[src/sine_quarter.hex]
// Quarter-wave amplitude a[k] for k = 0..63, one hex byte per line
02
05
08
0b
0e
11
14
17
1a
1d
20
23
26
29
2c
2f
32
35
38
3a
3d
40
43
45
48
4a
4d
4f
52
54
56
59
5b
5d
5f
61
63
65
67
69
6a
6c
6e
6f
71
72
73
75
76
77
78
79
7a
7b
7c
7c
7d
7d
7e
7e
7f
7f
7f
7f

[src/dac_cfg_pkg.sv]
`default_nettype none

package dac_cfg_pkg;

        // TLC5620 serial command word layout
        typedef logic [7:0]  dac_data_t;        // DAC code D7..D0
        typedef logic [1:0]  dac_chan_t;        // Channel address A1 A0

        // A1 A0 RNG D7..D0, shifted out MSB first
        typedef logic [10:0] dac_cmd_t;

        localparam int CMD_BITS = 11;          // Bits per frame

endpackage

`default_nettype wire

[src/wave_pkg.sv]
`default_nettype none

package wave_pkg;

        typedef logic [15:0] phase_t;           // Accumulator and frequency word
        typedef logic [7:0]  wave_index_t;      // Top bits of the phase
        typedef logic [6:0]  amp_t;             // Quarter-wave amplitude

        // Quarter table, one full quadrant
        localparam int    QUARTER_DEPTH = 64;
        localparam string SINE_FILE     = "/design/src/sine_quarter.hex";

endpackage

`default_nettype wire

[src/dac_frame_if.sv]
`timescale 1ns/10ps
`default_nettype none

// One DAC frame passing decode -> execute -> result
interface dac_frame_if;
        import dac_cfg_pkg::*;

        dac_cmd_t cmd;          // Held stable for the whole frame
        logic     start;
        logic     shift_done;
        logic     frame_done;

        modport decode (
                output cmd,
                output start,
                input  frame_done
        );

        modport exec (
                input  cmd,
                input  start,
                output shift_done
        );

        modport result (
                input  shift_done,
                output frame_done
        );

endinterface

`default_nettype wire

[src/dac_load_result.sv]
`timescale 1ns/10ps
`default_nettype none

module dac_load_result #(
        parameter int STROBE_W = 3
) (
        input  logic            sys_clk,
        input  logic            sys_rst_n,
        dac_frame_if.result     frm,
        output logic            tlc5620_load,
        output logic            tlc5620_ldac
);
        typedef enum logic [1:0] {IDLE, LOAD_LOW, LDAC_LOW, DONE} state_t;

        localparam int CNT_W = $clog2(STROBE_W + 1);

        state_t           state;
        logic [CNT_W-1:0] width_cnt;
        logic             width_end;

        assign width_end      = width_cnt == CNT_W'(STROBE_W - 1);
        assign frm.frame_done = state == DONE;  // Same cycle LDAC goes back high

        always_ff @(posedge sys_clk or negedge sys_rst_n) begin
                if (!sys_rst_n) begin
                        state        <= IDLE;
                        width_cnt    <= '0;
                        tlc5620_load <= 1'b1;
                        tlc5620_ldac <= 1'b1;
                end else begin
                        case (state)
                        IDLE: begin
                                if (frm.shift_done) begin
                                        state        <= LOAD_LOW;
                                        width_cnt    <= '0;
                                        tlc5620_load <= 1'b0;
                                end
                        end
                        LOAD_LOW: begin
                                if (width_end) begin
                                        state        <= LDAC_LOW;
                                        width_cnt    <= '0;
                                        tlc5620_load <= 1'b1;
                                        tlc5620_ldac <= 1'b0;   // Update the output
                                end else begin
                                        width_cnt <= width_cnt + 1'b1;
                                end
                        end
                        LDAC_LOW: begin
                                if (width_end) begin
                                        state        <= DONE;
                                        tlc5620_ldac <= 1'b1;
                                end else begin
                                        width_cnt <= width_cnt + 1'b1;
                                end
                        end
                        default: state <= IDLE;
                        endcase
                end
        end

endmodule

`default_nettype wire

[src/dac_serial_exec.sv]
`timescale 1ns/10ps
`default_nettype none

module dac_serial_exec #(
        parameter int CLK_DIV = 4
) (
        input  logic            sys_clk,
        input  logic            sys_rst_n,
        dac_frame_if.exec       frm,
        output logic            tlc5620_clk,
        output logic            tlc5620_data
);
        import dac_cfg_pkg::*;

        localparam int DIV_W = $clog2(2 * CLK_DIV);
        localparam int BIT_W = $clog2(CMD_BITS);

        logic             active;
        logic [DIV_W-1:0] div_cnt;      // Position inside one bit
        logic [BIT_W-1:0] bit_cnt;
        logic             bit_end;
        dac_cmd_t         shreg;

        assign bit_end = div_cnt == DIV_W'(2 * CLK_DIV - 1);

        always_ff @(posedge sys_clk or negedge sys_rst_n) begin
                if (!sys_rst_n) begin
                        active         <= 1'b0;
                        div_cnt        <= '0;
                        bit_cnt        <= '0;
                        tlc5620_clk    <= 1'b0;
                        tlc5620_data   <= 1'b0;
                        frm.shift_done <= 1'b0;
                end else begin
                        frm.shift_done <= 1'b0;
                        if (!active) begin
                                if (frm.start) begin
                                        active       <= 1'b1;
                                        div_cnt      <= '0;
                                        bit_cnt      <= '0;
                                        tlc5620_clk  <= 1'b1;
                                        tlc5620_data <= frm.cmd[CMD_BITS-1];
                                end
                        end else if (bit_end) begin
                                div_cnt <= '0;
                                if (bit_cnt == BIT_W'(CMD_BITS - 1)) begin
                                        active         <= 1'b0;
                                        tlc5620_data   <= 1'b0;
                                        frm.shift_done <= 1'b1;
                                end else begin
                                        bit_cnt      <= bit_cnt + 1'b1;
                                        tlc5620_clk  <= 1'b1;
                                        tlc5620_data <= shreg[CMD_BITS-1];
                                end
                        end else begin
                                div_cnt <= div_cnt + 1'b1;
                                if (div_cnt == DIV_W'(CLK_DIV - 1))
                                        tlc5620_clk <= 1'b0;    // Device latches here
                        end
                end
        end

        // Remaining bits, next one always at the MSB
        always_ff @(posedge sys_clk) begin
                if (!active && frm.start)
                        shreg <= frm.cmd << 1;
                else if (active && bit_end)
                        shreg <= shreg << 1;
        end

endmodule

`default_nettype wire

[src/tlc5620_wave_top.sv]
`timescale 1ns/10ps
`default_nettype none

module tlc5620_wave_top #(
        parameter int CLK_DIV  = 4,     // sys_clk cycles per serial half period
        parameter int STROBE_W = 3
) (
        input  logic                    sys_clk,
        input  logic                    sys_rst_n,
        input  logic                    enable,
        input  wave_pkg::phase_t        freq_word,
        input  dac_cfg_pkg::dac_chan_t  channel,
        input  logic                    range,
        output logic                    tlc5620_clk,
        output logic                    tlc5620_data,
        output logic                    tlc5620_load,
        output logic                    tlc5620_ldac
);

        dac_frame_if frm ();

        wave_decode u_wave_decode (
                .sys_clk   (sys_clk),
                .sys_rst_n (sys_rst_n),
                .enable    (enable),
                .freq_word (freq_word),
                .channel   (channel),
                .range     (range),
                .frm       (frm.decode)
        );

        dac_serial_exec #(
                .CLK_DIV (CLK_DIV)
        ) u_dac_serial_exec (
                .sys_clk      (sys_clk),
                .sys_rst_n    (sys_rst_n),
                .frm          (frm.exec),
                .tlc5620_clk  (tlc5620_clk),
                .tlc5620_data (tlc5620_data)
        );

        dac_load_result #(
                .STROBE_W (STROBE_W)
        ) u_dac_load_result (
                .sys_clk      (sys_clk),
                .sys_rst_n    (sys_rst_n),
                .frm          (frm.result),
                .tlc5620_load (tlc5620_load),
                .tlc5620_ldac (tlc5620_ldac)
        );

endmodule

`default_nettype wire

[src/wave_decode.sv]
`timescale 1ns/10ps
`default_nettype none

module wave_decode (
        input  logic                    sys_clk,
        input  logic                    sys_rst_n,
        input  logic                    enable,
        input  wave_pkg::phase_t        freq_word,
        input  dac_cfg_pkg::dac_chan_t  channel,
        input  logic                    range,
        dac_frame_if.decode             frm
);
        import dac_cfg_pkg::*;
        import wave_pkg::*;

        amp_t        rom [QUARTER_DEPTH];
        phase_t      phase;
        phase_t      next_phase;
        wave_index_t idx;
        logic [5:0]  k;
        amp_t        amp;
        dac_data_t   sample;
        logic        busy;
        logic        launch;

        initial begin
                $readmemh(SINE_FILE, rom);
        end

        // Phase steps as the frame closes, so the next word sees it at once
        assign next_phase = frm.frame_done ? phase + freq_word : phase;
        assign idx        = next_phase[15:8];

        // Odd quadrants run the table backwards (63 - k)
        assign k   = idx[5:0] ^ {6{idx[6]}};
        assign amp = rom[k];

        // Upper half above midscale, lower half below
        assign sample = idx[7] ? 8'd127 - {1'b0, amp} : 8'd128 + {1'b0, amp};

        // Line is free when nothing is in flight or the last frame just closed
        assign launch = enable && (!busy || frm.frame_done);

        always_ff @(posedge sys_clk or negedge sys_rst_n) begin
                if (!sys_rst_n) begin
                        phase     <= '0;
                        busy      <= 1'b0;
                        frm.start <= 1'b0;
                end else begin
                        phase     <= next_phase;
                        frm.start <= launch;
                        if (launch)
                                busy <= 1'b1;
                        else if (frm.frame_done)
                                busy <= 1'b0;
                end
        end

        // Channel and range sampled with the word
        always_ff @(posedge sys_clk) begin
                if (launch)
                        frm.cmd <= {channel, range, sample};
        end

endmodule

`default_nettype wire

[config.mk]
export PLATFORM = sky130hd
export DESIGN_NAME = tlc5620_wave_top
export DESIGN_NICKNAME = d
export VERILOG_FILES = /design/src/dac_cfg_pkg.sv /design/src/wave_pkg.sv /design/src/dac_frame_if.sv /design/src/dac_load_result.sv /design/src/dac_serial_exec.sv /design/src/tlc5620_wave_top.sv /design/src/wave_decode.sv
export SDC_FILE = /design/constraint.sdc
export NUM_CORES = 1
export LEC_CHECK = 0
export BUFFER_PORTS_ARGS = -buffer_cell sky130_fd_sc_hd__buf_2
export CAP_MARGIN = 20
export CORE_MARGIN = 3
export CORE_UTILIZATION = 64
export CTS_CLUSTER_SIZE = 20
export DETAILED_ROUTE_END_ITERATION = 8
export PLACE_DENSITY = 0.95
export REMOVE_ABC_BUFFERS = 1
export SYNTH_ARGS = -nofsm -noshare
export SYNTH_HDL_FRONTEND = slang
export SYNTH_SLANG_ARGS = --single-unit
[constraint.sdc]
create_clock -name sys_clk -period 3.6 [get_ports sys_clk]
set_clock_uncertainty 0.2 [all_clocks]
set_input_delay 0.36 -clock sys_clk [delete_from_list [all_inputs] [get_ports sys_clk]]
set_output_delay 0.36 -clock sys_clk [all_outputs]
set_load 0.02 [all_outputs]
-- Word level (Yosys, flattened, before mapping)
Cells that the tools add are included.
- output and inout bits: 4
- flip-flop bits (word level): 56
- word-level logic and storage cells: 99
- input bits: 22
- reduce and logical (&&, ||, !) cells: 20
- equal/unequal tests: 15
- multiplexer cells: 42
- $add $sub $neg: 6
- operators by type and width (kind ; number):
    2-to-1 mux 11 bit ; 2
    2-to-1 mux 1 bit ; 21
    AND reduction 3 bit ; 6
    adder 16 bit ; 1
    2-to-1 mux 16 bit ; 1
    2-to-1 mux 4 bit ; 4
    2-to-1 mux 2 bit ; 6
    one-hot mux 2 bit (3 select lines) ; 2
    nonzero test 2 bit ; 5
    2-to-1 mux 3 bit ; 3
    adder 8 x 7 -> 8 bit, both inputs constant ; 1
    2-to-1 mux 8 bit ; 1
    inequality test 2 bit, second input constant ; 4
    subtractor 7 x 7 -> 8 bit, both inputs constant ; 1
    equality test 2 bit, second input constant ; 3
    inequality test 3 bit, second input constant ; 2
    adder 4 x 1 -> 4 bit, second input constant ; 1
    equality test 4 bit, second input constant ; 1
    inequality test 2 x 1 -> 1 bit, second input constant ; 2
    one-hot mux 1 bit (2 select lines) ; 2
    adder 3 x 1 -> 3 bit, second input constant ; 1
    equality test 3 x 2 -> 1 bit, second input constant ; 1
    equality test 3 bit, second input constant ; 1
    logical AND 1 bit ; 3
    7 further kinds ; 8

-- Longest topological paths before layout
Gate-level depths: netlist (run 1).
- depth after elaboration: 4
- gate-level depth with buffers: 7
- gate-level depth less buffers: 7

-- By module
From an unflattened synthesis (run 1), not the netlist that was laid out.
- cells, all modules: 269
- area, all modules: 3090.5 µm²
- modules (own cells, without submodules) (module ; instances ; cells an instance ; seq. area each (µm²) ; area each (µm²)):
    wave_decode ; 1 ; 149 ; 600.6 ; 1649.1
    dac_serial_exec ; 1 ; 79 ; 575.6 ; 1001.0
    dac_load_result ; 1 ; 41 ; 152.6 ; 440.4

-- Least setup slack after synthesis (run 1)
No wires, ideal clock.
- path kind: input to register
- from: input freq_word[0]
- to: register u_wave_decode.phase[12]
- stages: 7
- buffers on the path: 0
- library setup time: 95 ps
- setup slack: 1233 ps
- data required time: 3305 ps
- data arrival time: 2071 ps
- cell sequence: ha_1 > fa_1 > a21o_1 > a221oi_2 > nor4b_1 > o31a_1 > o31ai_1
- cells in the longest elaborated chain, start to end: 2
- RTL lines (item ; RTL line ; text):
    from (decl) ; tlc5620_wave_top.sv:11 ; input wave_pkg::phase_t freq_word,
    adder 16 bit ; wave_decode.sv:31 ; assign next_phase = frm.frame_done ? phase + freq_word : phase;
    2-to-1 mux 16 bit ; wave_decode.sv:31 ;
    to (signal assigned) ; wave_decode.sv:50 ; phase <= next_phase;
    to (decl) ; wave_decode.sv:17 ; phase_t phase;
Every way passes these cells.
A chain may end at the register's enable or synchronous reset.

-- Worst setup path in the final report (run 1)
- from: register u_wave_decode.phase[0]
- to: register u_wave_decode.phase[12]
- cells in the longest elaborated chain, start to end: 2
- RTL lines (item ; RTL line):
    adder 16 bit ; wave_decode.sv:31
    2-to-1 mux 16 bit ; wave_decode.sv:31
Every way passes these cells.

==> results of run 1 <==
==> worst max-delay path by stage <==
stage | startpoint | end | slack (ns) | cells past startpoint
global placement | freq_word[0] | u_wave_decode.phase[12] | 0.97 | 8
detailed placement | freq_word[0] | u_wave_decode.phase[12] | 0.93 | 8
floorplan | freq_word[0] | u_wave_decode.phase[12] | 1.23 | 7
CTS | u_wave_decode.phase[0] | u_wave_decode.phase[12] | 1.01 | 7
finish | u_wave_decode.phase[0] | u_wave_decode.phase[12] | 0.99 | 7
global route | u_wave_decode.phase[0] | u_wave_decode.phase[12] | 0.84 | 7
==> final cells by class <==
cell class	instances	area, um^2
multi-input combinational	193	1450
sequential	42	1090
fill	258	920
timing repair buffer	27	143
clock buffer	6	72.6
tap	48	60.1
inverter	15	56.3
clock inverter	2	8.76
==> per-layer routing <==
metal	up-vias	track usage (%)	part of all wire, %	wire (um)
li1	1000	-	-	-
met2	46	41.2	52	2720
met3	10	4.17	3.3	175
met4	0	8.51	1.8	93
met5	-	0	0	0
met1	974	27.4	43	2270
==> cells by family after synthesis <==
family	after synthesis	synth area share, %
DFF	42	41.5
buffers and inverters	22	3.29
AOI/OAI and AO/OA	69	18.4
xor gates and xnor gates	10	3.34
adders and majority gates	28	13.6
muxes	14	5.96
and+or+nand+nor	72	13.9
==> per-stage QoR <==
step	power, mW	hold slack [ns]
after floorplan	0.532	-0.136
after global placement	0.558	0.244
after detailed placement	0.561	0.250
after CTS	0.851	0.0265
after global routing	0.880	0.0214
final	0.843	0.0352
==> synth_stat cells (2+ instances only) <==
| cell | number | area, um^2 |
|---|---|---|
| xor2_1 | 4 | 35.0 |
| and2_1 | 5 | 31.3 |
| buf_2 | 2 | 10.0 |
| nand2b_1 | 2 | 12.5 |
| a22oi_1 | 2 | 15.0 |
| nor3_1 | 2 | 10.0 |
| nor2_1 | 13 | 48.8 |
| mux2_2 | 13 | 146 |
| nand4_1 | 3 | 18.8 |
| o211ai_1 | 2 | 15.0 |
| a22o_1 | 2 | 17.5 |
| o31ai_1 | 3 | 22.5 |
| a21o_1 | 7 | 52.6 |
| nor4b_1 | 2 | 17.5 |
| nor2b_1 | 3 | 18.8 |
| and3_1 | 2 | 12.5 |
| dfrtp_1 | 33 | 826 |
| o21bai_1 | 2 | 15.0 |
| a21oi_1 | 16 | 80.1 |
| a21boi_0 | 2 | 15.0 |
| edfxtp_1 | 7 | 210 |
| o2111ai_1 | 2 | 17.5 |
| xnor2_1 | 6 | 52.6 |
| o21ai_0 | 11 | 55.1 |
| nand2_1 | 25 | 93.8 |
| a211oi_1 | 3 | 22.5 |
| nand3_1 | 6 | 30.0 |
| ha_1 | 27 | 338 |
| inv_1 | 15 | 56.3 |
| clkbuf_1 | 3 | 11.3 |
| o311ai_0 | 2 | 17.5 |
| dfstp_2 | 2 | 52.6 |
==> where the power goes <==
group          internal, mW  switching, mW  total [mW]
clock                 0.133          0.157       0.290
combinational        0.0291         0.0407      0.0698
sequential            0.482       0.000345       0.483
==> cells in the final DEF, fill, tap and decap left out, drive strengths merged, types with 3 or more instances in the layout <==
cell type | Yosys | final
nand3 | 6 | 6
a211oi | 3 | 3
a21o | 7 | 7
ha | 27 | 27
xnor2 | 6 | 6
buf | 3 | 26
edfxtp | 7 | 7
nand4 | 3 | 3
o21ai | 11 | 11
dfrtp | 33 | 33
o31ai | 3 | 3
xor2 | 4 | 4
nor2b | 3 | 3
a21oi | 16 | 16
clkbuf | 4 | 6
inv | 15 | 15
nand2 | 25 | 25
mux2 | 13 | 13
o311ai | 3 | 3
and2 | 5 | 5
nor2 | 13 | 13
==> registers in the layout, summed over array words and instances, names as in the netlist, 2 cells and up, named ones only <==
name                         flops
u_dac_load_result.state          2
u_dac_load_result.width_cnt      2
u_dac_serial_exec.bit_cnt        4
u_dac_serial_exec.div_cnt        3
u_dac_serial_exec.shreg          3
u_wave_decode.frm.cmd            4
u_wave_decode.phase             15
==> repair_timing <==
action | in CTS | in global routing
hold buffers | 1 | 0
hold endpoints to repair | 33 | 0
buffers inserted | 0 | 0
==> flow_metrics.py, run 1 <==
metrics = {
    "floorplan": {
        "design.core.area_um2": 3800,
        "num_rows": 22,
        "die-area_um2": 4910,
        "initial_core_util_pct": 69.1,
        "die_x_um": 70.0,
        "die_y_um": 70.0,
        "pin_count": 26,
    },
    "clocking": {
        "path_clk_slew_ns": 0.08,
        "clock-sinks": 42,
        "root_buffer": "clkbuf_8",
        "cts_tree": "yes",
        "cts_resized": 0,
        "cts_made_buffers": 5,
        "clk_latency_ns": 0.30,
        "cts_buffer_depth": 2,
        "cts_max_level": 2,
    },
    "placed_design": {
        "gp_congestion": 0.843,
        "dp_slack_ns": 0.928,
        "post_dp_cell_area_um2": 2790,
        "dp_hpwl_um": 3960,
        "placed_cells": 324,
        "portBuffers": 25,
    },
    "critical_path": {
        "worst-path-buf-inv": 0,
        "cp_max_fo": 5,
        "crit_chain": "ha_1 -> fa_1 -> a21o_1 -> a221oi_2 -> nor4b_1 -> o31a_1 -> o31ai_1",
        "max_stage_delay_ns": 0.44,
        "worst_setup_path_start_kind": "flop",
        "slowest_stage": "a221oi_2",
        "reg2reg_depth": 7,
        "worstPathRequired_ns": 3.61,
        "end_kind": "flop",
        "path_delay_family": "compound AO/OA/AOI/OAI gates",
        "crit_arrival_ns": 2.62,
        "criticalPathCategory": "flop to flop",
        "r2r_start": "u_wave_decode.phase[0]",
        "reg2reg_to": "u_wave_decode.phase[12]",
        "reg2reg_slack_ns": 0.99,
    },
    "timing": {
        "setup_viol": 0,
        "worst_slew_pin_slew_ns": 0.783,
        "fin_setup_tns_ns": 0,
        "period_share_pct": 72.4,
        "drv_slew": 0,
        "period_minus_slack_ns": 2.61,
        "rsz0062_at_grt": "false",
        "max_slew_margin_pct": 47.8,
        "fmax_mhz": 384,
        "setup_ws_ns": 0.993,
        "hold_viol_final": 0,
    },
    "detailed_routing": {
        "vias_per_cell": 6.10,
        "vias": 2030,
        "dr.pass1.iters": 4,
        "ant_nets": 0,
        "drtIter0Drc": 101,
        "drc": 0,
        "routed_wl_um": 5260,
        "wl_per_cell_um": 15.8,
    },
    "yosys": {
        "synth_cells": 257,
        "async_reset_ff_share_pct": 83.3,
        "synth_flop_cell": "dfrtp_1",
        "ys_ff_latch": 42,
        "synth_area_um2": 2630,
        "yosysUniqueCellTypes": 60,
        "synth_warnings": 0,
        "synth_edf_count": 7,
        "synth_area_per_cell_um2": 10.2,
        "ys_seq_area_share_pct": 41.5,
    },
    "grt": {
        "grt_overflow": 0,
        "grt_first_pass_wirelength_um": 9050,
        "grt_pass1_vias": 2015,
        "gr-usage-all-layers_pct": 23.0,
        "antenna_found_initial": 0,
        "grt_max_degree": 36,
    },
    "final_layout": {
        "num_antenna_cells": 0,
        "final_cell_area_um2": 2880,
        "post-route-util_pct": 75.8,
        "instances_no_fill": 333,
        "drive_gt1_share_pct": 17.9,
        "syn_to_final_growth_pct": 9.68,
        "nets": 334,
    },
    "status": {
        "outcome": "complete, no violations",
    },
    "run": {
        "cap_violations": 0,
    },
    "hold_path": {
        "min_to": "u_wave_decode.frm.cmd[10]",
        "hold_depth": 1,
        "min_from": "channel[1]",
        "hold_path_class": "input port to flop",
    },
    "power": {
        "p_per_area_nw_per_um2": 293,
        "cellLeakagePower_nw": 1.35,
        "ir_drop_mv": 0.264,
    },
}
(Power assumes the default switching activity.)
==> run 2, diff against run 1 <==
--- a/config.mk
+++ b/config.mk
@@ -8,10 +8,10 @@
 export BUFFER_PORTS_ARGS = -buffer_cell sky130_fd_sc_hd__buf_2
 export CAP_MARGIN = 20
 export CORE_MARGIN = 3
-export CORE_UTILIZATION = 64
+export CORE_UTILIZATION = 53
 export CTS_CLUSTER_SIZE = 20
 export DETAILED_ROUTE_END_ITERATION = 8
-export PLACE_DENSITY = 0.95
+export PLACE_DENSITY = 0.87
 export REMOVE_ABC_BUFFERS = 1
 export SYNTH_ARGS = -nofsm -noshare
 export SYNTH_HDL_FRONTEND = slang
==> constraint.sdc (replaced) <==
create_clock -name sys_clk -period 2.2 [get_ports sys_clk]
set_clock_uncertainty 0.2 [all_clocks]
set_input_delay 0.22 -clock sys_clk [delete_from_list [all_inputs] [get_ports sys_clk]]
set_output_delay 0.22 -clock sys_clk [all_outputs]
set_load 0.02 [all_outputs]
==> run 2 against run 1 <==
Utilization is 3.6 points lower. Non-clock buffer count is 26 higher. The run now ends with negative setup slack left. Critical endpoint is now u_wave_decode.phase[8]. Wire length is 5.0% higher. First-iteration DRC count is 8.9% higher. Die area is 19% higher. Largest power group unchanged.
==> flow_metrics.py, run 2 (synthesis gave the netlist of run 1 again) <==
metrics = {
    "floorplan": {
        "die_y_um": 76.4,
        "pin_count": 26,
        "num_rows": 24,
        "die_x_um": 76.4,
        "die-area_um2": 5830,
        "design.core.area_um2": 4560,
        "initial_core_util_pct": 57.5,
    },
    "detailed_routing": {
        "drc": 0,
        "drtIter0Drc": 110,
        "vias_per_cell": 5.69,
        "ant_nets": 0,
        "dr_wl_met2_um": 2830,
        "vias": 2140,
        "dr_wl_met3_um": 188,
        "topRoutingLayerUsed": "met4",
        "wl_met1_um": 2420,
        "routed_wl_um": 5520,
        "dr.pass1.iters": 4,
        "wl_per_cell_um": 14.7,
    },
    "final_layout": {
        "drive_gt1_share_pct": 29.6,
        "largestRegisters": "u_wave_decode.phase: 15 flops, u_dac_serial_exec.bit_cnt: 4 flops, u_wave_decode.frm.cmd: 4 flops",
        "final_cell_mix": "33 x dfrtp_1, 25 x nand2_1, 25 x buf_2, 21 x ha_1, 21 x buf_4",
        "largest_reg_flops": 15,
        "post-route-util_pct": 72.2,
        "num_antenna_cells": 0,
        "final_common_cell": "dfrtp_1",
        "syn_to_final_growth_pct": 25.5,
        "max_flop_register": "u_wave_decode.phase",
        "nets": 360,
    },
    "status": {
        "violations": "negative setup slack",
        "outcome": "finished, violations left",
    },
    "timing": {
        "period_minus_slack_ns": 2.36,
        "drv_slew": 0,
        "period_share_pct": 107,
        "rsz0062_at_grt": "true",
        "hold_viol_final": 0,
        "setup_ws_ns": -0.163,
        "fmax_mhz": 423,
        "setup_viol": 4,
        "worst_slew_pin_slew_ns": 0.802,
        "fin_setup_tns_ns": -0.435,
        "whs_ns": 0.116,
        "max_slew_margin_pct": 46.6,
    },
    "power": {
        "fin_total_pwr_mw": 1.55,
        "p_per_area_nw_per_um2": 469,
        "ir_drop_mv": 0.278,
        "cellLeakagePower_nw": 1.49,
    },
    "critical_path": {
        "crit_chain": "ha_2 -> fa_2 -> a21o_1 -> a221oi_2 -> buf_4 -> buf_4 -> o21bai_4 -> xor2_1 -> mux2_4",
        "cp_max_fo": 5,
        "crit_top_cell": "buf_4",
        "criticalPathCategory": "flop to flop",
        "worstPathRequired_ns": 2.18,
        "slowest_stage": "dfrtp_1",
        "end_kind": "flop",
        "max_stage_delay_ns": 0.39,
        "worst_setup_path_start_kind": "flop",
        "crit_arrival_ns": 2.34,
    },
    "grt": {
        "grt_first_pass_wirelength_um": 9360,
        "grt_max_degree": 36,
        "grt_overflow": 0,
        "grt_pass1_vias": 2133,
        "gr-usage-all-layers_pct": 19.4,
        "antenna_found_initial": 0,
    },
    "clocking": {
        "clock-sinks": 42,
        "path_clk_slew_ns": 0.08,
        "clk_latency_ns": 0.29,
        "cts_max_level": 2,
        "root_buffer": "clkbuf_8",
        "cts_tree": "yes",
        "cts_made_buffers": 5,
        "cts_buffer_depth": 2,
    },
    "placed_design": {
        "gp_congestion": 0.869,
        "portBuffers": 25,
        "dp_hpwl_um": 3900,
    },
    "hold_path": {
        "hold_path_class": "input port to flop",
    },
    "run": {
        "cap_violations": 0,
    },
}
## run 2: through the flow
| step | cell area [um^2] | setup slack (ns) | cells |
|---|---|---|---|
| after floorplan | 2590 | -0.157 | 250 |
| after global placement | 2940 | -0.166 | 358 |
| after detailed placement | 2940 | -0.236 | 358 |
| after CTS | 3150 | -0.164 | 372 |
| after global routing | 3290 | -0.240 | 376 |
| final | 3290 | -0.163 | 376 |
## run 2: report_power, final
part / switching (mW) / internal [mW]
sequential: 0.000511 / 0.789
clock: 0.263 / 0.339
combinational: 0.0805 / 0.0748
## run 2: layer usage
layer,track usage [%],vias up
li1,-,1053
met1,23.7,1026
met2,35.0,51
met3,3.66,10
met4,4.89,0
met5,0,-
## run 2: timing repair
item                                   in CTS  in global routing
pin swaps                                   2                 10
setup buffers                               1                  4
resized for setup                          10                 19
endpoints found under the hold margin      37                  0
hold buffers                                5                  0
gates cloned                                0                  0
setup endpoints to repair                   8                 10
## run 2: final cells by class
class / instances / area [um^2]
clock buffer: 6 / 72.6
clock inverter: 2 / 37.5
fill: 337 / 1270
inverter: 15 / 56.3
multi-input combinational: 193 / 1600
sequential: 42 / 1090
tap: 65 / 81.3
timing repair buffer: 53 / 355
## run 2: worst max-delay path, delay by kind of cell (launching register included)
kind	cells	cell delay, ns
adders and majority gates	2	0.53
muxes	1	0.26
xor gates and xnor gates	1	0.14
DFF	1	0.39
buffers and inverters	2	0.28
AOI/OAI and AO/OA	3	0.45
## run 2: path summary, 6_finish.rpt
path / startpoint / end / slack [ns] / cells past startpoint
max: u_wave_decode.phase[0] / u_wave_decode.phase[8] / -0.16 / 9
min: freq_word[0] / u_wave_decode.phase[0] / 0.12 / 3
max reg2reg: u_wave_decode.phase[0] / u_wave_decode.phase[8] / -0.16 / 9
min reg2reg: u_dac_load_result.tlc5620_ldac / u_dac_load_result.tlc5620_ldac / 0.26 / 2
max in group asynchronous: sys_rst_n / u_wave_decode.phase[9] / 0.94 / 2
min in group asynchronous: sys_rst_n / u_dac_serial_exec.active / 0.35 / 2
